<file path="src/include/cache_params.svh">
`ifndef CACHE_PARAMS_SVH
`define CACHE_PARAMS_SVH

// data port
`define PORT_WIDTH 32
`define PORT_BYTES 4

// address fields, from the low end of a 32-bit byte address
`define BYTE_SEL_BITS 2
`define CHIP_SEL_BITS 2
`define INDEX_BITS 5
`define TAG_BITS 23

// one bank per chip select value
`define NUM_BANKS 4

// store misses waiting for memory
`define WBUF_DEPTH 4

`endif
</file>
<file path="src/design/store_op_pkg.sv">
`default_nettype none

`include "cache_params.svh"

package store_op_pkg;

    // DOUBLE_WORD is accepted but stored as a full word
    typedef enum logic [1:0] {
        BYTE,
        HALF_WORD,
        WORD,
        DOUBLE_WORD
    } mem_op_width_t;

    typedef enum logic [1:0] {
        STORE,
        INVALIDATE,
        FILL,
        PROBE
    } req_kind_t;

    // one buffered memory write, address is word aligned
    typedef struct packed {
        logic [31:0]            addr;
        logic [`PORT_WIDTH-1:0] data;
        logic [`PORT_BYTES-1:0] strb;
    } wbuf_entry_t;

endpackage

`default_nettype wire

</file>
<file path="src/design/store_write_buffer.sv">
`timescale 1ns/1ps
`default_nettype none

`include "cache_params.svh"

module store_write_buffer (
    input  logic                      clk_i,
    input  logic                      rst_n_i,
    input  logic                      push_i,
    input  store_op_pkg::wbuf_entry_t entry_i,
    output logic                      full_o,
    input  logic                      mem_ready_i,
    output logic                      mem_write_o,
    output logic [31:0]               mem_addr_o,
    output logic [`PORT_WIDTH-1:0]    mem_data_o,
    output logic [`PORT_BYTES-1:0]    mem_strb_o
);

    localparam int PTR_BITS = $clog2(`WBUF_DEPTH);

    store_op_pkg::wbuf_entry_t fifo_mem [`WBUF_DEPTH];
    logic [PTR_BITS-1:0]       wr_ptr;
    logic [PTR_BITS-1:0]       rd_ptr;
    logic [PTR_BITS:0]         count;
    logic                      pop;

    assign full_o = (count == `WBUF_DEPTH);
    assign pop    = mem_ready_i && (count != '0);

    // head goes straight out, one transfer per ready cycle
    assign mem_write_o = pop;
    assign mem_addr_o  = fifo_mem[rd_ptr].addr;
    assign mem_data_o  = fifo_mem[rd_ptr].data;
    assign mem_strb_o  = fifo_mem[rd_ptr].strb;

    always_ff @(posedge clk_i) begin
        if (push_i) fifo_mem[wr_ptr] <= entry_i;
    end

    always_ff @(posedge clk_i) begin
        if (!rst_n_i) begin
            wr_ptr <= '0;
            rd_ptr <= '0;
            count  <= '0;
        end else begin
            if (push_i) wr_ptr <= (wr_ptr == PTR_BITS'(`WBUF_DEPTH - 1)) ? '0 : wr_ptr + 1'b1;
            if (pop) rd_ptr <= (rd_ptr == PTR_BITS'(`WBUF_DEPTH - 1)) ? '0 : rd_ptr + 1'b1;
            case ({push_i, pop})
                2'b10:   count <= count + 1'b1;
                2'b01:   count <= count - 1'b1;
                default: count <= count;
            endcase
        end
    end

    a_count_in_range: assert property (
        @(posedge clk_i) disable iff (!rst_n_i)
        count <= `WBUF_DEPTH
    );

endmodule

`default_nettype wire

</file>
<file path="config.mk">
export PLATFORM = sky130hd
export DESIGN_NAME = store_write_buffer
export DESIGN_NICKNAME = d
export VERILOG_FILES = /design/src/design/store_op_pkg.sv /design/src/design/store_write_buffer.sv
export VERILOG_INCLUDE_DIRS = /design/src /design/src/include
export SDC_FILE = /design/constraint.sdc
export NUM_CORES = 1
export LEC_CHECK = 0
export BUFFER_PORTS_ARGS = -buffer_cell sky130_fd_sc_hd__buf_2
export CAP_MARGIN = 0
export CORE_ASPECT_RATIO = 0.9
export CORE_MARGIN = 2
export CORE_UTILIZATION = 40
export CTS_BUF_LIST = sky130_fd_sc_hd__clkbuf_4 sky130_fd_sc_hd__clkbuf_8
export DETAILED_ROUTE_END_ITERATION = 8
export PLACE_DENSITY = 0.62
export REMOVE_ABC_BUFFERS = 1
export SLEW_MARGIN = 20
export SYNTH_ARGS = -nofsm -noshare
export SYNTH_HDL_FRONTEND = slang
export SYNTH_SLANG_ARGS = --single-unit
</file>
<file path="constraint.sdc">
create_clock -name clk_i -period 6.1 [get_ports clk_i]
set_input_delay 1.525 -clock clk_i [delete_from_list [all_inputs] [get_ports clk_i]]
set_output_delay 1.525 -clock clk_i [all_outputs]
set_load 0.02 [all_outputs]
</file>
## Word-level counts from Yosys, hierarchy flattened

Memory sizes are Yosys's and may differ from the RTL's. A register that Yosys moved wholly into a read port is not among the register bits.
Index checks and enable logic that the tools add are counted.

| word-level totals | value |
|---|---|
| register bits after elaboration | 7 |
| RAM bits | 272 |
| bits of input ports | 72 |
| output and inout port bits | 70 |
| word-level logic and storage cells | 23 |
| memories kept | 1 |

Memories:

| name | words | bits a word | read ports | clocked after memory_dff | wr ports | line | source |
|---|---|---|---|---|---|---|---|
| fifo_mem | 4 | 68 | 1 | 1 | 1 | store_write_buffer.sv:21 | `` store_op_pkg::wbuf_entry_t fifo_mem [`WBUF_DEPTH]; `` |

| operators by class | value |
|---|---|
| add/subtract/negate cells | 4 |
| eq/ne operators | 5 |
| muxes and demuxes | 7 |
| reductions and logical operators | 3 |

Operators by type and width:

| kind | number |
|---|---|
| $mux 2 | 4 |
| $eq 2x2->1 const B | 3 |
| $pmux 3 s2 | 1 |
| $add 2x1->2 const B | 2 |
| $add 3x1->3 const B | 1 |
| $eq 3x3->1 const B | 1 |
| $reduce_bool 3->1 | 1 |
| $sub 3x1->3 const B | 1 |
| $eq 2x1->1 const B | 1 |
| $mux 1 | 2 |
| $reduce_bool 2->1 | 1 |
| $logic_and 1x1->1 | 1 |

## Longest topological paths before layout

Gate-level depths: netlist (run 1).

| logic depth | value |
|---|---|
| depth in word-level cells | 4 |
| gate-level depth with buffers | 8 |
| gate-level depth less buffers | 8 |

## Least setup slack after synthesis (run 1)

Ideal clock, no wire load.

| timing path | value |
|---|---|
| path kind | input to register |
| start point | in push_i |
| end point | mem fifo_mem[0][0] in the netlist's numbering, enable pin |
| arrival | 3.121 ns |
| data required time | 5.667 ns |
| setup slack | 2.546 ns |
| stages on the path | 1 |
| path buffers | 0 |
| cell sequence | and2_1 |

| on the way | value |
|---|---|
| longest elaborated chain between the ends | 2 |

RTL lines:

| element | line | source |
|---|---|---|
| from (decl) | store_write_buffer.sv:9 | `input logic push_i,` |
| $mux 1 | store_write_buffer.sv:37 | `if (push_i) fifo_mem[wr_ptr] <= entry_i;` |
| $mux 1 (implied by the code) | store_write_buffer.sv:37 |  |
| to (decl) | store_write_buffer.sv:21 |  |

No other way between the ends.

==> load_flow_metrics.sql, run 1 <==
INSERT INTO impl_metrics (metric_group, metric, value, unit) VALUES
('global_route', 'grt_busiest_layer', 'met2', ''),
('power_and_ir_drop', 'p_int', '3.47', 'mW'),
('worst_setup_path', 'critical-path-max-stage-delay', '0.76', 'ns'),
('global_route', 'groute.usage.overall', '14.4', '%'),
('layout', 'drive_gt1_share', '47.5', '%'),
('sta', 'final_period_minus_worst_setup_slack', '4.12', 'ns'),
('power_and_ir_drop', 'sw_frac_of_total', '26.8', '%'),
('worst_setup_path', 'worstSetupEndpointType', 'output pin', ''),
('global_route', 'via_count_of_the_first_global_routing_pass', '5244', ''),
('floorplanning', 'die-height', '156', 'um'),
('routing', 'antenna_violating_nets_remaining', '0', ''),
('power_and_ir_drop', 'seqPwrFrac', '48.6', '%'),
('synthesis', 'syn-instance-count', '406', ''),
('worst_setup_path', 'worst-path-buf-inv', '2', ''),
('global_route', 'use_met2', '23.4', '%'),
('sta', 'relative_slew_slack', '56.1', '%'),
('global_route', 'grt_first_pass_wirelength', '29600', 'um'),
('global_route', 'grt_max_degree', '69', ''),
('worst_setup_path', 'worstPathArrival', '2.60', 'ns'),
('clocking', 'cts_tree', 'yes', ''),
('clocking', 'postCtsSetupRepairBufs', '0', ''),
('clocking', 'clockRootBuffer', 'sky130_fd_sc_hd__clkbuf_8', ''),
('global_route', 'grt_remaining_overflow', '0', ''),
('sta', 'finalMaxSlewViolations', '0', ''),
('clocking', 'hold_buffers', '0', ''),
('floorplanning', 'placeableCoreArea', '25300', 'um2'),
('place', 'dpl_worst_slack', '2.44', 'ns'),
('layout', 'nets', '666', ''),
('worst_setup_path', 'worstSetupPathDepth', '3', ''),
('synthesis', 'syn-mean-instance-area', '25.4', 'um2'),
('worst_setup_path', 'path_delay_family', 'flip-flops', ''),
('synthesis', 'synth_async_sr_flop_share', '0', '%'),
('run_status', 'status', 'finished, final reports clean', ''),
('synthesis', 'ffs_latches_synth', '281', ''),
('routing', 'avgRoutedWirePerCell', '19.8', 'um'),
('worst_setup_path', 'setup.worst_path.start_class', 'register', ''),
('layout', 'synthToLayoutAreaGrowth', '19.4', '%'),
('place', 'routabilityCongestion', '0.691', ''),
('sta', 'finalHoldWorstSlack', '0.535', 'ns'),
('clocking', 'cts_inserted_buffers', '47', ''),
('sta', 'fin_tns_setup', '0', 'ns'),
('worst_setup_path', 'worst_reg2reg_startpoint', 'count[1]', ''),
('floorplanning', 'number_of_ports_placed_on_the_die_boundary', '142', ''),
('power_and_ir_drop', 'comb_power_share', '18.9', '%'),
('layout', 'fraction_of_the_core_area_covered_by_cells_at_the_end_of_the_flow', '48.7', '%'),
('worst_setup_path', 'worst-setup-path-type', 'register to output pin', ''),
('sta', 'timing.final.hold_violations', '0', ''),
('worst_hold_path', 'min_to', 'count[2]', ''),
('global_route', 'met3_usage', '4.32', '%'),
('power_and_ir_drop', 'power.clock.fraction', '32.5', '%'),
('clocking', 'cts.htree.levels', '2', ''),
('power_and_ir_drop', 'static_power_due_to_leakage', '4.14', 'nW'),
('sta', 'tightest_slew', '0.658', 'ns'),
('power_and_ir_drop', 'peakVddDrop', '0.164', 'mV'),
('routing', 'totalWireLength', '19100', 'um'),
('worst_setup_path', 'worstPathRequired', '4.58', 'ns'),
('synthesis', 'synthesis.yosys.warnings', '0', ''),
('global_route', 'grt_antenna_before_repair', '1', ''),
('worst_setup_path', 'reg2reg_setup_slack', '3.97', 'ns'),
('sta', 'fmax', '242', 'MHz'),
('run', 'max_cap_violations', '0', ''),
('sta', 'clock-skew-final', '0.00860', 'ns'),
('worst_setup_path', 'rr_worst_depth', '8', ''),
('synthesis', 'share_of_the_yosys_chip_area_belonging_to_registers', '81.0', '%'),
('worst_hold_path', 'hold-path-cell-count', '2', ''),
('routing', 'first_iter_violations', '319', ''),
('floorplanning', 'placementRows', '55', ''),
('floorplanning', 'dieArea', '27100', 'um2'),
('sta', 'unrepaired_setup_endpoints_after_global_routing', 'no', ''),
('worst_hold_path', 'min-delay-path-class', 'register to register', ''),
('global_route', 'gr_layer_usage_met1', '18.8', '%');
-- metal layers --
metal / wire length (um) / vias up / share of wire [%]
li1: - / 2099 / -
met1: 8260 / 2418 / 43
met2: 9250 / 148 / 48
met3: 1220 / 37 / 6.4
met4: 355 / 2 / 1.9
met5: 13 / - / 0.068
-- worst register-to-register path: stages (launching register included) --
cell                       delay, ns
sky130_fd_sc_hd__dfxtp_1        0.34
sky130_fd_sc_hd__o31ai_1        0.51
sky130_fd_sc_hd__inv_1          0.12
sky130_fd_sc_hd__ha_1           0.23
sky130_fd_sc_hd__inv_1          0.08
sky130_fd_sc_hd__fa_1           0.19
sky130_fd_sc_hd__xor2_1         0.08
sky130_fd_sc_hd__or3_1          0.31
sky130_fd_sc_hd__a21boi_0       0.20
-- cell families after synthesis --
group           count (synthesis)  share of synthesized area, %
compound gates                  7                         0.389
xor+xnor                        2                         0.170
fa+ha+maj                       7                         0.923
buf+inv                        23                          1.58
flops                         281                          81.0
mux                            69                          15.0
simple gates                   17                         0.923
-- layout make-up --
cell class / instances / area [um2]
Antenna cell: 1 / 2.50
Clock buffer: 68 / 805
Clock inverter: 15 / 72.6
Fill cell: 2098 / 13000
Inverter: 7 / 26.3
Multi-Input combinational cell: 102 / 1800
Sequential cell: 281 / 8360
Tap cell: 342 / 428
Timing Repair Buffer: 148 / 808
-- cells in the final DEF, fill, tap and decap left out --
master	instances
sky130_fd_sc_hd__a21boi_0	1
sky130_fd_sc_hd__a21oi_1	1
sky130_fd_sc_hd__and2_1	2
sky130_fd_sc_hd__and2_4	4
sky130_fd_sc_hd__and3_1	1
sky130_fd_sc_hd__buf_12	4
sky130_fd_sc_hd__buf_2	141
sky130_fd_sc_hd__buf_4	3
sky130_fd_sc_hd__clkbuf_4	21
sky130_fd_sc_hd__clkbuf_8	47
sky130_fd_sc_hd__clkinv_1	10
sky130_fd_sc_hd__clkinv_2	2
sky130_fd_sc_hd__clkinvlp_4	1
sky130_fd_sc_hd__dfxtp_1	7
sky130_fd_sc_hd__dfxtp_4	2
sky130_fd_sc_hd__diode_2	1
sky130_fd_sc_hd__edfxtp_1	272
sky130_fd_sc_hd__fa_1	1
sky130_fd_sc_hd__ha_1	6
sky130_fd_sc_hd__inv_1	7
sky130_fd_sc_hd__inv_6	2
sky130_fd_sc_hd__mux2i_1	1
sky130_fd_sc_hd__mux4_2	68
sky130_fd_sc_hd__nand2_1	3
sky130_fd_sc_hd__nand3_1	2
sky130_fd_sc_hd__nor2_1	1
sky130_fd_sc_hd__nor2b_1	2
sky130_fd_sc_hd__nor3b_1	1
sky130_fd_sc_hd__o21ai_0	4
sky130_fd_sc_hd__o31ai_1	1
sky130_fd_sc_hd__or3_1	1
sky130_fd_sc_hd__xnor2_1	1
sky130_fd_sc_hd__xor2_1	1
-- Yosys cell counts (2+ instances only) --
cell type / n / area, um2
sky130_fd_sc_hd__edfxtp_1: 272 / 8170
sky130_fd_sc_hd__mux4_2: 68 / 1530
sky130_fd_sc_hd__dfxtp_1: 9 / 180
sky130_fd_sc_hd__inv_1: 7 / 26.3
sky130_fd_sc_hd__and2_1: 6 / 37.5
sky130_fd_sc_hd__ha_1: 6 / 75.1
sky130_fd_sc_hd__buf_2: 4 / 20.0
sky130_fd_sc_hd__buf_4: 4 / 30.0
sky130_fd_sc_hd__clkbuf_1: 4 / 15.0
sky130_fd_sc_hd__o21ai_0: 4 / 20.0
sky130_fd_sc_hd__buf_12: 3 / 60.1
sky130_fd_sc_hd__nand2_1: 3 / 11.3
sky130_fd_sc_hd__nand3_1: 2 / 10.0
sky130_fd_sc_hd__nor2b_1: 2 / 12.5
-- sequential cells by signal, summed over array words and instances (netlist names), named ones only --
register,count
rd_ptr,2
wr_ptr,2
fifo_mem,272
count,3
-- per-stage QoR --
step	cell area [um2]	power, mW	instances
2_1_floorplan	10200	2.96	390
3_3_place_gp	11300	3.23	876
3_5_place_dp	11300	3.25	876
4_1_cts	12200	4.81	959
5_1_grt	12300	4.96	963
6_report	12300	4.73	964
-- worst max path at each step --
stage                    endpoint  startpoint  slack (ns)
finish              mem_addr_o[0]    register        1.98
global route        mem_addr_o[9]    register        1.74
global placement    mem_addr_o[0]    register        2.45
detailed placement  mem_addr_o[9]    register        2.44
floorplan           mem_addr_o[0]    register        0.96
CTS                 mem_addr_o[0]    register        1.83
-- power by group through the flow --
stage	registers, mW	logic [mW]	clock network [mW]
finish	2.30	0.893	1.54
global route	2.32	0.959	1.68
detailed placement	2.36	0.888	0
CTS	2.32	0.892	1.59
floorplan	2.37	0.590	0
global placement	2.36	0.873	0
(Power assumes the default switching activity.)
==> run 2, diff against run 1 <==
ABC_AREA = 1   (was not set)
clock period = 4.3 ns   (was 6.1 ns; I/O delays follow)
==> run 2 against run 1 <==
Die area up 2.3%. Via count up 35%. Synthesized cell count increased by 77%. Non-clock buffer count rose by 4. Sequential cell count did not move. Critical path depth rose by 1.
==> load_flow_metrics.sql, run 2 <==
INSERT INTO impl_metrics (metric_group, metric, value, unit) VALUES
('place', 'io_buffer_count', '141', ''),
('clocking', 'path_clk_slew', '0.06', 'ns'),
('place', 'routabilityCongestion', '0.680', ''),
('sta', 'timing.final.hold_violations', '0', ''),
('global_route', 'via_count_of_the_first_global_routing_pass', '6118', ''),
('run_status', 'status', 'finished, final reports clean', ''),
('clocking', 'clockRootBuffer', 'sky130_fd_sc_hd__clkbuf_8', ''),
('synthesis', 'netlist_top_cells_area', 'sky130_fd_sc_hd__edfxtp_1, sky130_fd_sc_hd__o21ai_0, sky130_fd_sc_hd__nor2_1, sky130_fd_sc_hd__o22ai_1, sky130_fd_sc_hd__dfxtp_1', ''),
('power_and_ir_drop', 'static_power_due_to_leakage', '4.38', 'nW'),
('routing', 'first_pass_iters', '5', ''),
('floorplanning', 'die_w', '175', 'um'),
('synthesis', 'syn-instance-count', '719', ''),
('synthesis', 'synth_async_sr_flop_share', '0', '%'),
('sta', 'final_period_minus_worst_setup_slack', '3.95', 'ns'),
('routing', 'first_iter_violations', '386', ''),
('synthesis', 'synthesis.yosys.warnings', '0', ''),
('global_route', 'grt_remaining_overflow', '0', ''),
('synthesis', 'syn-mean-instance-area', '14.7', 'um2'),
('layout', 'combined_area_of_the_multi_input_logic_cells', '1860', 'um2'),
('worst_setup_path', 'worstPathRequired', '3.22', 'ns'),
('layout', 'layout.cells.most_common', 'sky130_fd_sc_hd__edfxtp_1', ''),
('sta', 'unrepaired_setup_endpoints_after_global_routing', 'no', ''),
('clocking', 'cts_tree', 'yes', ''),
('power_and_ir_drop', 'power.clock.fraction', '30.9', '%'),
('synthesis', 'share_of_the_yosys_chip_area_belonging_to_registers', '79.2', '%'),
('sta', 'setup_viol_count_final', '0', ''),
('synthesis', 'yosysTopAreaCellShare', '77.5', '%'),
('worst_setup_path', 'worstSetupEndpointType', 'output pin', ''),
('global_route', 'grt_antenna_before_repair', '5', ''),
('layout', 'max_reg_flops', '272', ''),
('sta', 'finalMaxSlewViolations', '0', ''),
('layout', 'nets', '954', ''),
('global_route', 'groute.usage.overall', '15.8', '%'),
('worst_setup_path', 'setup.worst_path.start_class', 'register', ''),
('synthesis', 'ys_dominant_reg_cell', 'sky130_fd_sc_hd__edfxtp_1', ''),
('floorplanning', 'dieArea', '27700', 'um2'),
('layout', 'largest_register', 'fifo_mem', ''),
('routing', 'vias', '6364', ''),
('sta', 'tightest_slew', '0.958', 'ns'),
('global_route', 'grt_max_degree', '130', ''),
('worst_setup_path', 'worst-setup-path-type', 'register to output pin', ''),
('routing', 'antenna_violating_nets_remaining', '0', ''),
('layout', 'synthToLayoutAreaGrowth', '17.6', '%'),
('floorplanning', 'placeableCoreArea', '26000', 'um2'),
('layout', 'layout.filler_cells', '2309', ''),
('clocking', 'cts_inserted_buffers', '45', ''),
('routing', 'drt-vias-per-instance', '5.07', ''),
('routing', 'totalWireLength', '22300', 'um'),
('clocking', 'hold_buffers', '0', ''),
('sta', 'fin_tns_setup', '0', 'ns'),
('layout', 'ff_latch_area', '8350', 'um2'),
('power_and_ir_drop', 'sw_frac_of_total', '31.1', '%'),
('power_and_ir_drop', 'power_density', '564', 'nW/um2'),
('worst_hold_path', 'min-delay-path-class', 'register to register', ''),
('synthesis', 'synth.cells.most_frequent', 'sky130_fd_sc_hd__edfxtp_1, sky130_fd_sc_hd__nor2_1, sky130_fd_sc_hd__o21ai_0', ''),
('power_and_ir_drop', 'seqPwrFrac', '46.2', '%'),
('clocking', 'post_cts_resized', '0', ''),
('synthesis', 'yosysTopAreaCell', 'sky130_fd_sc_hd__edfxtp_1', ''),
('place', 'detailed_place.area', '11500', 'um2'),
('sta', 'finalHoldWorstSlack', '0.520', 'ns'),
('clocking', 'clock_sinks', '281', ''),
('worst_setup_path', 'worstPathArrival', '2.87', 'ns'),
('floorplanning', 'number_of_ports_placed_on_the_die_boundary', '142', ''),
('floorplanning', 'floorplan.initialDensity', '40.5', '%'),
('synthesis', 'syn-cell-area', '10500', 'um2'),
('clocking', 'clock_latency', '0.54', 'ns'),
('synthesis', 'synth_edf_count', '272', ''),
('power_and_ir_drop', 'comb_power_share', '22.8', '%'),
('layout', 'layout.cell_area.non_filler', '12400', 'um2'),
('place', 'detailedPlacementHpwl', '12000', 'um'),
('layout', 'layout_top_registers', 'fifo_mem x272, count x3', ''),
('sta', 'fmax', '253', 'MHz'),
('layout', 'most-common-layout-cells', 'sky130_fd_sc_hd__edfxtp_1, sky130_fd_sc_hd__buf_2, sky130_fd_sc_hd__nor2_1', ''),
('sta', 'relative_slew_slack', '36.1', '%'),
('clocking', 'cts.htree.levels', '2', ''),
('power_and_ir_drop', 'psw', '2.17', 'mW'),
('synthesis', 'ffs_latches_synth', '281', ''),
('sta', 'clock-skew-final', '0.0152', 'ns'),
('routing', 'avgRoutedWirePerCell', '17.8', 'um'),
('synthesis', 'synthDistinctLibCells', '24', ''),
('clocking', 'postCtsSetupRepairBufs', '0', ''),
('power_and_ir_drop', 'peakVddDrop', '0.264', 'mV'),
('layout', 'drive_gt1_share', '25.5', '%'),
('floorplanning', 'placementRows', '56', ''),
('clocking', 'cts_max_path_bufs', '3', ''),
('sta', 'fin_crit_sh', '91.8', '%'),
('synthesis', 'yosysMostFrequentCell', 'sky130_fd_sc_hd__edfxtp_1', ''),
('routing', 'post-route-drc-count', '0', ''),
('global_route', 'grt_first_pass_wirelength', '33500', 'um'),
('run', 'max_cap_violations', '0', ''),
('worst_setup_path', 'critical_path.max_fanout', '70', ''),
('power_and_ir_drop', 'p_int', '4.81', 'mW'),
('floorplanning', 'die-height', '158', 'um');
run 2: changes by cell type after synthesis, sizes merged, moves of 2 or more:
cell and change:
a21oi +4, and2 -5, buf +10, clkbuf +17, inv +10, mux4 -68, nand2 +7, nand3 +2
nor2 +138, nor2b -2, o21ai +136, o22ai +68
run 2: final cells by class:
| class | instances | area share [%] |
|---|---|---|
| Antenna cell | 2 | 0.0404 |
| Inverter | 17 | 0.596 |
| Timing Repair Buffer | 152 | 6.56 |
| Tap cell | 348 | 3.51 |
| Clock inverter | 10 | 0.353 |
| Clock buffer | 67 | 6.53 |
| Multi-Input combinational cell | 378 | 15.0 |
| Sequential cell | 281 | 67.4 |
run 2: cell families (layout without fill, tap and decap cells):
family / Yosys count / in the layout / synth area share (%)
compound gates: 214 / 214 / 11.0
fa+ha+maj: 7 / 7 / 0.902
buf+inv: 60 / 246 / 3.16
flops: 281 / 281 / 79.2
other cells: 0 / 2 / 0
simple gates: 157 / 157 / 5.72
run 2: critical path, stage by stage (launching register included):
cell and delay (ns):
sky130_fd_sc_hd__dfxtp_4 0.78, sky130_fd_sc_hd__buf_4 0.68, sky130_fd_sc_hd__o21ai_0 0.24, sky130_fd_sc_hd__o22ai_1 0.28, sky130_fd_sc_hd__buf_2 0.21
run 2: stage by stage:
| stage | worst slack (ns) | instances | power [mW] | utilization, % |
|---|---|---|---|---|
| after floorplan | -0.318 | 676 | 4.26 | - |
| after global placement | 1.01 | 1176 | 4.89 | 44.4 |
| after detailed placement | 0.969 | 1176 | 4.91 | 44.4 |
| after CTS | 0.319 | 1253 | 7.08 | 47.7 |
| after global routing | 0.174 | 1254 | 7.34 | 47.7 |
| final | 0.353 | 1255 | 6.99 | 47.7 |
run 2: final timing paths:
kind | cells past startpoint | slack [ns] | startpoint | end
worst max-delay path | 4 | 0.35 | register | mem_data_o[27]
worst min-delay path | 2 | 0.52 | rd_ptr[1] | register
worst max register to register | 5 | 2.12 | wr_ptr[0] | fifo_mem[0][22]
worst min register to register | 2 | 0.52 | rd_ptr[1] | register
run 2: power by group through the flow:
stage	sequential, mW	clock (mW)	combinational [mW]
after floorplan	3.31	0	0.949
after global placement	3.28	0	1.61
after detailed placement	3.29	0	1.62
after CTS	3.23	2.23	1.62
after global routing	3.24	2.34	1.76
final	3.23	2.16	1.59
run 2: layer usage:
layer / up-vias / share of wire [%] / GRT usage (%)
li1: 3021 / - / -
met1: 3083 / 44 / 20.9
met4: 6 / 2.2 / 5.91
met3: 46 / 8.6 / 5.38
met5: - / 0.18 / 0
met2: 208 / 45 / 24.2
==> run 3, diff against run 2 <==
CORE_UTILIZATION = 59   (was 40)
PLACE_DENSITY = 0.84   (was 0.62)
==> run 3 against run 2 <==
Sequential cell count is the same. Largest power group unchanged. Register-to-register slack gained 0.04 ns. Maximum frequency grew 10%. Routed wire length shrank 6.8%. Die area shrank 31%. Via count grew 0.63%. Final cell count shrank 9.2%. Cell area shrank 1.5%. Clock skew grew 0.0033 ns. Count of clock-buffer cells in the layout shrank 8. Combinational power is essentially flat. Critical path type unchanged.
==> load_flow_metrics.sql, run 3 (synthesis gave the netlist of run 2 again) <==
INSERT INTO impl_metrics (metric_group, metric, value, unit) VALUES
('global_route', 'grt_first_pass_wirelength', '31700', 'um'),
('sta', 'timing.final.hold_violations', '0', ''),
('layout', 'fraction_of_the_core_area_covered_by_cells_at_the_end_of_the_flow', '69.5', '%'),
('worst_setup_path', 'path_delay_family', 'buffers and inverters', ''),
('routing', 'vias', '6404', ''),
('clocking', 'hold_buffers', '0', ''),
('clocking', 'clock_latency', '0.53', 'ns'),
('floorplanning', 'die-height', '131', 'um'),
('floorplanning', 'die_w', '145', 'um'),
('routing', 'first_iter_violations', '573', ''),
('sta', 'clock-skew-final', '0.0186', 'ns'),
('sta', 'finalMaxSlewViolations', '0', ''),
('clocking', 'cts.htree.levels', '2', ''),
('clocking', 'cts_tree', 'yes', ''),
('clocking', 'postCtsSetupRepairBufs', '0', ''),
('sta', 'unrepaired_setup_endpoints_after_global_routing', 'no', ''),
('place', 'io_buffer_count', '141', ''),
('routing', 'drt-vias-per-instance', '5.62', ''),
('worst_setup_path', 'crit_chain', 'buf_4, o21ai_0, o22ai_1, buf_2', ''),
('sta', 'relative_slew_slack', '36.4', '%'),
('floorplanning', 'floorplan.initialDensity', '60.0', '%'),
('layout', 'nets', '949', ''),
('worst_setup_path', 'worstPathRequired', '3.22', 'ns'),
('clocking', 'path_clk_slew', '0.06', 'ns'),
('layout', 'layout.cells.most_common', 'sky130_fd_sc_hd__edfxtp_1', ''),
('layout', 'drive_gt1_share', '24.7', '%'),
('worst_setup_path', 'worstPathArrival', '2.50', 'ns'),
('clocking', 'clockRootBuffer', 'sky130_fd_sc_hd__clkbuf_8', ''),
('worst_setup_path', 'worst-path-buf-inv', '2', ''),
('global_route', 'via_count_of_the_first_global_routing_pass', '6337', ''),
('layout', 'ff_latch_area', '8350', 'um2'),
('clocking', 'cts_inserted_buffers', '42', ''),
('sta', 'fmax', '280', 'MHz'),
('worst_setup_path', 'critical-path-max-stage-delay', '0.62', 'ns'),
('global_route', 'groute.usage.overall', '22.0', '%'),
('power_and_ir_drop', 'power_density', '562', 'nW/um2'),
('run', 'max_cap_violations', '0', ''),
('worst_hold_path', 'min-delay-path-class', 'register to register', ''),
('layout', 'synthToLayoutAreaGrowth', '15.8', '%'),
('global_route', 'grt_remaining_overflow', '0', ''),
('layout', 'most-common-layout-cells', 'sky130_fd_sc_hd__edfxtp_1, sky130_fd_sc_hd__buf_2, sky130_fd_sc_hd__nor2_1', ''),
('place', 'detailed_place.area', '11400', 'um2'),
('sta', 'setup_viol_count_final', '0', ''),
('clocking', 'clock_sinks', '281', ''),
('global_route', 'grt_antenna_before_repair', '2', ''),
('power_and_ir_drop', 'static_power_due_to_leakage', '4.35', 'nW'),
('sta', 'tightest_slew', '0.954', 'ns'),
('clocking', 'post_cts_resized', '0', ''),
('place', 'detailedPlacementHpwl', '11400', 'um'),
('power_and_ir_drop', 'report.power.total', '6.86', 'mW'),
('layout', 'layout.cell_area.non_filler', '12200', 'um2'),
('sta', 'final_period_minus_worst_setup_slack', '3.58', 'ns'),
('sta', 'fin_crit_sh', '83.2', '%'),
('worst_setup_path', 'worstSetupEndpointType', 'output pin', ''),
('floorplanning', 'number_of_ports_placed_on_the_die_boundary', '142', ''),
('layout', 'largest_register', 'fifo_mem', ''),
('worst_setup_path', 'cp_slowest_cell', 'sky130_fd_sc_hd__dfxtp_4', ''),
('worst_setup_path', 'critical_path.max_fanout', '58', ''),
('clocking', 'cts_max_path_bufs', '3', ''),
('power_and_ir_drop', 'peakVddDrop', '0.336', 'mV'),
('worst_setup_path', 'setup.worst_path.start_class', 'register', ''),
('routing', 'totalWireLength', '20800', 'um'),
('global_route', 'grt_max_degree', '137', ''),
('floorplanning', 'dieArea', '19000', 'um2'),
('routing', 'avgRoutedWirePerCell', '18.2', 'um'),
('run_status', 'status', 'finished, final reports clean', ''),
('layout', 'layout_top_registers', 'fifo_mem x272, count x3', ''),
('routing', 'first_pass_iters', '4', ''),
('worst_setup_path', 'worst-setup-path-type', 'register to output pin', ''),
('layout', 'combined_area_of_the_multi_input_logic_cells', '1860', 'um2'),
('layout', 'layout.filler_cells', '1146', ''),
('floorplanning', 'placementRows', '46', ''),
('floorplanning', 'placeableCoreArea', '17600', 'um2'),
('routing', 'post-route-drc-count', '0', ''),
('routing', 'antenna_violating_nets_remaining', '0', ''),
('place', 'routabilityCongestion', '0.722', ''),
('layout', 'max_reg_flops', '272', '');
==> run 3: cell types whose count changed in the layout (fill, tap and decap cells not counted), sizes merged <==
cell    before  now
buf        152  150
clkinv      13   15
bufinv       0    1
clkbuf      67   59
==> run 3: final cells by class <==
cell class / count / share of cell area [%]
inverter: 17 / 0.605
sequential: 281 / 68.4
clock buffer: 59 / 5.83
clock inverter: 13 / 0.666
antenna: 2 / 0.0410
multi-input combinational: 378 / 15.2
tap: 240 / 2.46
timing repair buffer: 150 / 6.74
==> run 3: power breakdown <==
group / total, mW / internal [mW] / switching (mW) / leakage (nW)
sequential: 3.21 / 3.15 / 0.0634 / 2.57
combinational: 1.60 / 0.476 / 1.13 / 1.36
clock: 2.05 / 1.12 / 0.927 / 0.419
==> run 3: worst register-to-register path, stage by stage, from the launching register on <==
cell and delay [ns]:
sky130_fd_sc_hd__dfxtp_1 0.36, sky130_fd_sc_hd__inv_1 0.10, sky130_fd_sc_hd__ha_1 0.20, sky130_fd_sc_hd__nand2_1 0.08, sky130_fd_sc_hd__clkinv_2 0.62, sky130_fd_sc_hd__buf_4 0.50
==> run 3: per-stage QoR <==
step	cells	setup TNS (ns)	setup WS, ns	hold slack (ns)
final	1140	0	0.724	0.535
after detailed placement	1066	0	1.34	0.524
after global routing	1138	0	0.573	0.585
after global placement	1066	0	1.42	0.512
after floorplan	676	-21.31	-0.318	0.483
after CTS	1138	0	0.724	0.539
==> run 3: worst paths after layout <==
check,start,end,slack (ns),depth (start not counted)
worst min-delay path,count[2],count[2],0.53,3
worst max-delay path,register,mem_addr_o[29],0.72,4
worst min register to register,count[2],count[2],0.53,3
worst max register to register,wr_ptr[0],fifo_mem[2][30],2.16,5
==> run 3: per-layer routing <==
metal / wire [um] / global-route usage [%] / part of all wire, %
met5: 0 / 0 / 0
met3: 1600 / 6.71 / 7.7
met1: 8810 / 28.4 / 42
met4: 418 / 7.71 / 2.0
met2: 9940 / 35.8 / 48
